## src/logic/addsub_params.svh

```systemverilog
`ifndef ADDSUB_PARAMS_SVH
`define ADDSUB_PARAMS_SVH

// datapath width in bits
// operands, sum and result all share it
`define ADDSUB_WIDTH 16

// prefix tree structure
// 0 serial ripple of prefix cells
// 1 Brent-Kung, log depth with few cells
// 2 Sklansky, minimum depth with high fanout
`define ADDSUB_SPEED 1

// opcode codes
// bit 0 set means subtract, bit 1 set means carry/borrow in is used
`define ADDSUB_OP_ADD  2'd0 // a + b
`define ADDSUB_OP_SUB  2'd1 // a - b
`define ADDSUB_OP_ADDC 2'd2 // a + b + carry
`define ADDSUB_OP_SUBB 2'd3 // a - b - borrow

// bit positions inside an opcode
`define ADDSUB_OP_SUB_BIT   0
`define ADDSUB_OP_CARRY_BIT 1

`endif
```

## src/logic/addSubPkg.sv

```systemverilog
`default_nettype none

`include "addsub_params.svh"

// shared types of the add/subtract unit
package addSubPkg;

	// one operand or result word
	typedef logic [`ADDSUB_WIDTH-1:0] word_t;

	// operation code, see ADDSUB_OP_* in the params header
	typedef logic [1:0] opcode_t;

endpackage

`default_nettype wire

```

## src/logic/addSubUnit.sv

```systemverilog
`timescale 1ns/10ps
`default_nettype none

module addSubUnit (
	input  logic               clk,
	input  logic               rstN,
	input  logic               inStrobe,
	input  addSubPkg::word_t   opA,
	input  addSubPkg::word_t   opB,
	input  addSubPkg::opcode_t opcode,
	input  logic               carryIn,
	output logic               outStrobe, // two cycles after inStrobe
	output addSubPkg::word_t   result,
	output logic               carryOut,
	output logic               overflow,
	output logic               zero,
	output logic               negative
);

	import addSubPkg::*;

	// operand stage to sum stage
	logic  condValid;
	word_t condA;
	word_t condB;
	logic  condCarry;
	logic  condSub;

	// sum stage to flag stage
	logic  sumValid;
	word_t sumWord;
	logic  sumCarry;
	logic  sumSignA;
	logic  sumSignB;
	logic  sumSub;

	operandStage inStage (
		.clk(clk),
		.rstN(rstN),
		.inStrobe(inStrobe),
		.opA(opA),
		.opB(opB),
		.opcode(opcode),
		.carryIn(carryIn),
		.condValid(condValid),
		.condA(condA),
		.condB(condB),
		.condCarry(condCarry),
		.condSub(condSub)
	);

	sumStage midStage (
		.clk(clk),
		.rstN(rstN),
		.condValid(condValid),
		.condA(condA),
		.condB(condB),
		.condCarry(condCarry),
		.condSub(condSub),
		.sumValid(sumValid),
		.sumWord(sumWord),
		.sumCarry(sumCarry),
		.sumSignA(sumSignA),
		.sumSignB(sumSignB),
		.sumSub(sumSub)
	);

	flagStage outStage (
		.clk(clk),
		.rstN(rstN),
		.sumValid(sumValid),
		.sumWord(sumWord),
		.sumCarry(sumCarry),
		.sumSignA(sumSignA),
		.sumSignB(sumSignB),
		.sumSub(sumSub),
		.outStrobe(outStrobe),
		.result(result),
		.carryOut(carryOut),
		.overflow(overflow),
		.zero(zero),
		.negative(negative)
	);

endmodule

`default_nettype wire

```

## src/logic/flagStage.sv

```systemverilog
`timescale 1ns/10ps
`default_nettype none

module flagStage (
	input  logic             clk,
	input  logic             rstN,
	input  logic             sumValid,
	input  addSubPkg::word_t sumWord,
	input  logic             sumCarry,
	input  logic             sumSignA,
	input  logic             sumSignB,
	input  logic             sumSub,
	output logic             outStrobe, // one cycle per request
	output addSubPkg::word_t result,
	output logic             carryOut,  // carry on add, borrow on subtract
	output logic             overflow,  // signed overflow
	output logic             zero,
	output logic             negative
);

	import addSubPkg::*;

	localparam int msb = $bits(word_t) - 1;

	logic nextCarry;
	logic nextOverflow;
	logic nextZero;

	// subtract borrows when the adder did not carry
	assign nextCarry = sumSub ? ~sumCarry : sumCarry;

	// same operand signs, different result sign
	assign nextOverflow = (sumSignA == sumSignB) && (sumWord[msb] != sumSignA);

	assign nextZero = (sumWord == '0);

	always_ff @(posedge clk) begin
		if (!rstN) begin
			outStrobe <= 1'b0;
		end else begin
			outStrobe <= sumValid; // high for exactly one cycle
		end
	end

	always_ff @(posedge clk) begin
		if (sumValid) begin
			result   <= sumWord;
			carryOut <= nextCarry;
			overflow <= nextOverflow;
			zero     <= nextZero;
			negative <= sumWord[msb]; // sign of the result
		end
	end

endmodule

`default_nettype wire

```

## src/logic/sumStage.sv

```systemverilog
`timescale 1ns/10ps
`default_nettype none

`include "addsub_params.svh"

module sumStage (
	input  logic             clk,
	input  logic             rstN,
	input  logic             condValid, // conditioned operands valid
	input  addSubPkg::word_t condA,
	input  addSubPkg::word_t condB,
	input  logic             condCarry,
	input  logic             condSub,
	output logic             sumValid,
	output addSubPkg::word_t sumWord,
	output logic             sumCarry,  // raw adder carry out
	output logic             sumSignA,  // msb of a
	output logic             sumSignB,  // msb of conditioned b
	output logic             sumSub
);

	import addSubPkg::*;

	localparam int msb = $bits(word_t) - 1;

	word_t addSum;   // adder result, combinational
	logic  addCarry;

	prefixAdder #(
		.width(`ADDSUB_WIDTH),
		.speed(`ADDSUB_SPEED)
	) adder (
		.a(condA),
		.b(condB),
		.ci(condCarry),
		.s(addSum),
		.co(addCarry)
	);

	always_ff @(posedge clk) begin
		if (!rstN) begin
			sumValid <= 1'b0;
		end else begin
			sumValid <= condValid;
		end
	end

	always_ff @(posedge clk) begin
		if (condValid) begin
			sumWord  <= addSum;
			sumCarry <= addCarry;
			sumSignA <= condA[msb]; // signs for overflow one stage later
			sumSignB <= condB[msb]; // already inverted on subtract
			sumSub   <= condSub;
		end
	end

endmodule

`default_nettype wire

```

## src/logic/operandStage.sv

```systemverilog
`timescale 1ns/10ps
`default_nettype none

`include "addsub_params.svh"

module operandStage (
	input  logic               clk,
	input  logic               rstN,
	input  logic               inStrobe,  // request this cycle
	input  addSubPkg::word_t   opA,
	input  addSubPkg::word_t   opB,
	input  addSubPkg::opcode_t opcode,
	input  logic               carryIn,   // carry, or borrow for subb
	output logic               condValid,
	output addSubPkg::word_t   condA,
	output addSubPkg::word_t   condB,     // inverted for subtraction
	output logic               condCarry, // adder carry in
	output logic               condSub    // subtract flag for the flags
);

	import addSubPkg::*;

	logic  isSub;     // opcode bit 0
	word_t nextB;
	logic  nextCarry;

	assign isSub = opcode[`ADDSUB_OP_SUB_BIT];
	assign nextB = isSub ? ~opB : opB; // a - b = a + ~b + 1

	always_comb begin
		case (opcode)
			`ADDSUB_OP_ADD:  nextCarry = 1'b0;
			`ADDSUB_OP_SUB:  nextCarry = 1'b1;     // the +1 of two's complement
			`ADDSUB_OP_ADDC: nextCarry = carryIn;
			`ADDSUB_OP_SUBB: nextCarry = ~carryIn; // borrow set drops the +1
			default:         nextCarry = 1'b0;
		endcase
	end

	always_ff @(posedge clk) begin
		if (!rstN) begin
			condValid <= 1'b0;
		end else begin
			condValid <= inStrobe; // one cycle strobe follows the data
		end
	end

	always_ff @(posedge clk) begin
		if (inStrobe) begin
			condA     <= opA;
			condB     <= nextB;
			condCarry <= nextCarry;
			condSub   <= isSub;
		end
	end

endmodule

`default_nettype wire

```

## src/logic/prefixAdder.sv

```systemverilog
`timescale 1ns/10ps
`default_nettype none

// {co, s} = a + b + ci
module prefixAdder #(
	parameter int width = 16, // word width
	parameter int speed = 1   // prefix structure select
) (
	input  logic [width-1:0] a,  // operands
	input  logic [width-1:0] b,
	input  logic             ci, // carry in
	output logic [width-1:0] s,  // sum
	output logic             co  // carry out
);

	logic [width-1:0] bitG;  // per-bit generate
	logic [width-1:0] bitP;  // per-bit propagate, or form
	logic [width-1:0] halfS; // a xor b
	logic [width-1:0] grpG;  // carry into bit i+1

	assign bitG  = a & b;
	assign bitP  = a | b;   // or-propagate is enough for carries
	assign halfS = ~bitG & bitP;

	prefixAndOrCfast #(
		.width(width),
		.speed(speed)
	) tree (
		.gi(bitG),
		.pi(bitP),
		.ci(ci),
		.go(grpG),
		.po()     // group propagate not needed here
	);

	// carry into bit 0 is ci itself
	assign s  = halfS ^ {grpG[width-2:0], ci};
	assign co = grpG[width-1];

endmodule

`default_nettype wire

```

## src/logic/prefixAndOrCfast.sv

```systemverilog
`timescale 1ns/10ps
`default_nettype none

module prefixAndOrCfast #(
	parameter int width = 16, // word width
	parameter int speed = 1   // 0 serial, 1 Brent-Kung, 2 Sklansky
) (
	input  logic [width-1:0] gi, // bit generate
	input  logic [width-1:0] pi, // bit propagate
	input  logic             ci, // carry in
	output logic [width-1:0] go, // group generate incl. carry in
	output logic [width-1:0] po  // group propagate
);

	localparam int m = $clog2(width); // tree depth

	logic [width-1:0] treeG; // group generate, carry in not yet merged
	logic [width-1:0] treeP; // group propagate

	if (speed == 2) begin : sklansky
		logic [m:0][width-1:0] gL; // one row per level
		logic [m:0][width-1:0] pL;

		assign gL[0] = gi;
		assign pL[0] = pi;

		for (genvar l = 1; l <= m; l++) begin : lvl
			for (genvar i = 0; i < width; i++) begin : col
				// upper half of each 2**l block takes the top bit of the lower half
				if ((i / 2**(l-1)) % 2 == 1) begin : node
					localparam int src = (i / 2**l) * 2**l + 2**(l-1) - 1;
					assign gL[l][i] = gL[l-1][i] | (pL[l-1][i] & gL[l-1][src]);
					assign pL[l][i] = pL[l-1][i] & pL[l-1][src];
				end else begin : pass
					assign gL[l][i] = gL[l-1][i];
					assign pL[l][i] = pL[l-1][i];
				end
			end
		end

		assign treeG = gL[m];
		assign treeP = pL[m];
	end else if (speed == 1) begin : brentKung
		localparam int depth = 2*m - 1; // up sweep then down sweep

		logic [depth:0][width-1:0] gL;
		logic [depth:0][width-1:0] pL;

		assign gL[0] = gi;
		assign pL[0] = pi;

		// up sweep, builds power-of-two groups at the block tops
		for (genvar l = 1; l <= m; l++) begin : up
			for (genvar i = 0; i < width; i++) begin : col
				if ((i + 1) % 2**l == 0) begin : node
					assign gL[l][i] = gL[l-1][i] | (pL[l-1][i] & gL[l-1][i-2**(l-1)]);
					assign pL[l][i] = pL[l-1][i] & pL[l-1][i-2**(l-1)];
				end else begin : pass
					assign gL[l][i] = gL[l-1][i];
					assign pL[l][i] = pL[l-1][i];
				end
			end
		end

		// down sweep, fills the gaps from the finished prefixes
		for (genvar d = 1; d < m; d++) begin : down
			localparam int span = 2**(m-d); // block size at this level
			for (genvar i = 0; i < width; i++) begin : col
				if (((i + 1) % span == span/2) && (i >= span)) begin : node
					assign gL[m+d][i] = gL[m+d-1][i]
					                  | (pL[m+d-1][i] & gL[m+d-1][i-span/2]);
					assign pL[m+d][i] = pL[m+d-1][i] & pL[m+d-1][i-span/2];
				end else begin : pass
					assign gL[m+d][i] = gL[m+d-1][i];
					assign pL[m+d][i] = pL[m+d-1][i];
				end
			end
		end

		assign treeG = gL[depth];
		assign treeP = pL[depth];
	end else begin : serial
		logic [width-1:0] gC; // ripple chain
		logic [width-1:0] pC;

		assign gC[0] = gi[0];
		assign pC[0] = pi[0];

		for (genvar i = 1; i < width; i++) begin : col
			assign gC[i] = gi[i] | (pi[i] & gC[i-1]);
			assign pC[i] = pi[i] & pC[i-1];
		end

		assign treeG = gC;
		assign treeP = pC;
	end

	// fast carry in, one extra and-or level after the tree
	assign go = treeG | (treeP & {width{ci}});
	assign po = treeP; // unaffected by carry in

endmodule

`default_nettype wire

```

## config.mk

```make
export PLATFORM = sky130hd
export DESIGN_NAME = addSubUnit
export DESIGN_NICKNAME = d
export VERILOG_FILES = /design/src/logic/addSubPkg.sv /design/src/logic/addSubUnit.sv /design/src/logic/flagStage.sv /design/src/logic/sumStage.sv /design/src/logic/operandStage.sv /design/src/logic/prefixAdder.sv /design/src/logic/prefixAndOrCfast.sv
export VERILOG_INCLUDE_DIRS = /design/src /design/src/logic
export SDC_FILE = /design/constraint.sdc
export NUM_CORES = 1
export LEC_CHECK = 0
export ABC_AREA = 1
export BUFFER_PORTS_ARGS = -buffer_cell sky130_fd_sc_hd__buf_2
export CORE_UTILIZATION = 45
export DETAILED_ROUTE_END_ITERATION = 10
export HOLD_SLACK_MARGIN = 0.1
export PLACE_DENSITY = 0.65
export SYNTH_ARGS = -nofsm -noshare
export SYNTH_HDL_FRONTEND = slang
export SYNTH_HIERARCHICAL = 1
export SYNTH_SLANG_ARGS = --single-unit
```

## constraint.sdc

```tcl
create_clock -name clk -period 2.69 [get_ports clk]
set_input_delay 0.269 -clock clk [delete_from_list [all_inputs] [get_ports clk]]
set_output_delay 0.269 -clock clk [all_outputs]
set_load 0.05 [all_outputs]
```

==> implementation parameters <==
Parameter                              Value

Run status
  Result of the run ... complete, no violations

Power and ir drop
  Peak VDD IR ... roughly 0.00030 V
  Power per standard cell area ... 617 nW/um^2
  Sw frac ... approximately a quarter
  Leak Pwr ... 2.50 nW
  Relative contribution of combinational cells to total power ... between 15 and 20%
  Total internal power ... 2.16 mW
  Clock power frac ... 31.8%
  Net switching power figure ... just under 800 uW
  Sequential Power Share ... ~51%

Route
  Starting DRC count in detailed routing ... 69
  Via count ... between 2,000 and 3,000
  Pre-antenna DRT Iters ... 5
  Vias per Instance ... approximately 4.2
  DRT antenna net count ... 0
  Final wirelength ... between 5 and 6 mm
  DRC errors left ... 0
  Average detailed-routed wire length per instance ... 10.1 microns

Global route
  Number of antenna violations at the first check in global routing ... 0
  Total global routing overflow ... 0
  Via count of the first global-routing pass ... ~2,300
  Pin count of the biggest net entering global routing ... 36
  Global-route usage over all layers ... 14.2%
  Wire length of the first global-routing pass ... between 9 and 10 mm

Clocking
  CTS root buf ... clkbuf_8
  CTS tree ... built
  CTS-repair resized insts ... 0
  CTS buffer count ... 9
  Clock Sinks ... between 70 and 80
  Maximum buffer depth of the clock tree ... 2
  Post-CTS Setup Inserts ... 0
  Number of levels the H-tree was split into ... 3
  Worst-Skew Late Latency ... approximately 340 ps
  Worst-path clk slew ... ~80 ps

Worst setup path
  Type of origin of the critical path ... flip-flop
  Worst endpoint data arrival time ... 2100 ps
  Data required time at the worst endpoint ... roughly 2800 ps
  Kind of end point of the critical path ... flip-flop
  Critical setup path kind ... flip-flop to flip-flop
  Maximum fanout along the worst path ... 4

Floorplan
  Boundary Pins ... 59
  Area inside the core boundary ... roughly 8700 sq um
  Row count ... 34
  Overall die height ... a little under 100 microns
  Die ar. ... between 9000 and 10,000 sq um
  Effective utilization at floorplan ... a little under half
  Die Span X ... 96.4 microns

STA
  Count of pins over their slew limit ... 0
  Post-route minimum period ... between 1500 and 2000 ps
  Max Fclk ... about 0.50 GHz
  Final Hold Violating Endpoints ... 0
  Slew Limit Headroom ... between 40 and 50%
  Share of the cycle needed by the critical path after routing ... around three quarters
  Endpoints failing setup ... 0
  Total negative slack for setup checks ... 0 ps
  Setup repair after global routing missed its margin ... false
  Transition time at the pin with the least slew margin ... around 800 ps
  Min Hold Slack ... between 150 and 200 ps
  Clock Skew ... around 7.4 ps

Placement
  Placed Cells incl. Taps ... 560
  Number of buffers inserted by port buffering ... between 50 and 60
  Placer Congestion ... about 0.85
  Detailed placer's ending HPWL ... roughly 4.4 mm

Logic synthesis
  Cells after synthesis ... between 300 and 400
  Synthesized netlist net count ... 467
  Number of synthesis warnings ... 6
  Mean cell area of the mapped netlist ... slightly above 10 sq um
  Post-synthesis instance area ... about 4000 sq um

Run
  Max-cap violations ... 0

Hold path
  Type of the worst min-delay path ... input pin to flip-flop

Layout
  Net count reported at finish ... 549
  Layout Area Growth over Synthesis ... 19.0%
  Post-route insts no fill ... ~590
  Ant. Diodes ... 0
  Total of fill cells in the finished design ... 780
  Proportion of layout cells with a drive suffix above 1 ... 18.8%
==> critical path: stages, from the launching register on <==
cell	delay, ps
edfxtp_1	360
inv_1	50
ha_1	200
inv_1	90
nand2_2	120
inv_1	70
nand2_1	50
nand2_1	90
nand2_1	60
nand2_1	120
nand2_1	70
nand2_1	80
inv_1	50
o21ai_0	200
inv_1	60
nand2_1	60
nand2_1	40
==> power by group through the flow <==
stage,Clock [mW],Combinational [mW],Sequential (mW)
finish,0.935,0.523,1.49
global route,1.01,0.606,1.50
CTS,0.961,0.524,1.49
detailed placement,0,0.505,1.52
global placement,0,0.487,1.51
floorplan,0,0.365,1.52
==> worst paths after layout <==
check | startpoint | end | slack (ps) | depth (start not counted)
hold reg to reg | inStage/condSub | midStage/sumSub | 430 | 0
setup / recovery | inStage/condA[2] | midStage/sumWord[13] | 700 | 16
hold / removal | rstN | inStage/condValid | 150 | 3
setup reg to reg | inStage/condA[2] | midStage/sumWord[13] | 700 | 16
==> cell type report <==
type | instances | area (sq um) | share of cell area (%)
clock buffers | 10 | 128 | 2.68
clock inverters | 6 | 87.6 | 1.84
inverters | 122 | 458 | 9.60
multi-input cells | 196 | 1260 | 26.4
flip-flops and latches | 76 | 2250 | 47.2
well taps | 108 | 135 | 2.83
repair buffers | 74 | 450 | 9.44
==> stage by stage <==
step	instance area, sq um	setup WS, ps	total power, mW	util, %
5_1_grt	4770	530	3.11	55.0
3_3_place_gp	4390	786	2.00	50.6
4_1_cts	4750	691	2.97	54.7
6_report	4770	696	2.94	55.0
2_1_floorplan	4010	916	1.88	-
3_5_place_dp	4390	701	2.02	50.6
==> cells in the final DEF, fill, tap and decap left out <==
| cell | instances |
|---|---|
| buf_2 | 58 |
| nand2_4 | 2 |
| o21bai_1 | 1 |
| dfxtp_1 | 3 |
| and2_0 | 1 |
| a21oi_1 | 10 |
| a21o_1 | 3 |
| xor2_1 | 17 |
| o21ai_0 | 5 |
| clkbuf_1 | 1 |
| nor2_2 | 2 |
| nand4_1 | 1 |
| inv_1 | 119 |
| ha_1 | 32 |
| nand2_2 | 4 |
| clkbuf_8 | 9 |
| nor2_1 | 11 |
| nor3b_1 | 1 |
| edfxtp_1 | 73 |
| dlygate4sd3_1 | 16 |
| nand2_1 | 94 |
| o21bai_2 | 1 |
| o211ai_1 | 1 |
| inv_2 | 3 |
| nor2_8 | 2 |
| o211ai_2 | 1 |
| inv_6 | 1 |
| a221o_1 | 1 |
| clkinv_4 | 1 |
| bufinv_16 | 2 |
| clkinv_2 | 2 |
| nor2_4 | 3 |
| nand3_1 | 3 |
==> flip-flops by register name (all words and copies together), names as in the netlist <==
signal and cells:
outStage/outStrobe 1, midStage/sumSignB 1, midStage/sumSub 1, inStage/condA 16, outStage/result 16, outStage/carryOut 1, inStage/condB 16, outStage/zero 1
outStage/overflow 1, inStage/condValid 1, inStage/condCarry 1, midStage/sumValid 1, midStage/sumWord 16, midStage/sumSignA 1, midStage/sumCarry 1, inStage/condSub 1
==> timing repair <==
item / in CTS / in global routing
setup endpoints to repair: 0 / 0
hold buffers: 14 / 2
hold endpoints to repair: 14 / 2
==> per-layer routing <==
metal  global-route usage, %  wire [microns]
met1                    16.4            2720
met2                    24.9            2940
met3                    3.05             225
met4                    7.11             102
met5                       0               0
Note: power is estimated with default switching activity, not from simulation.
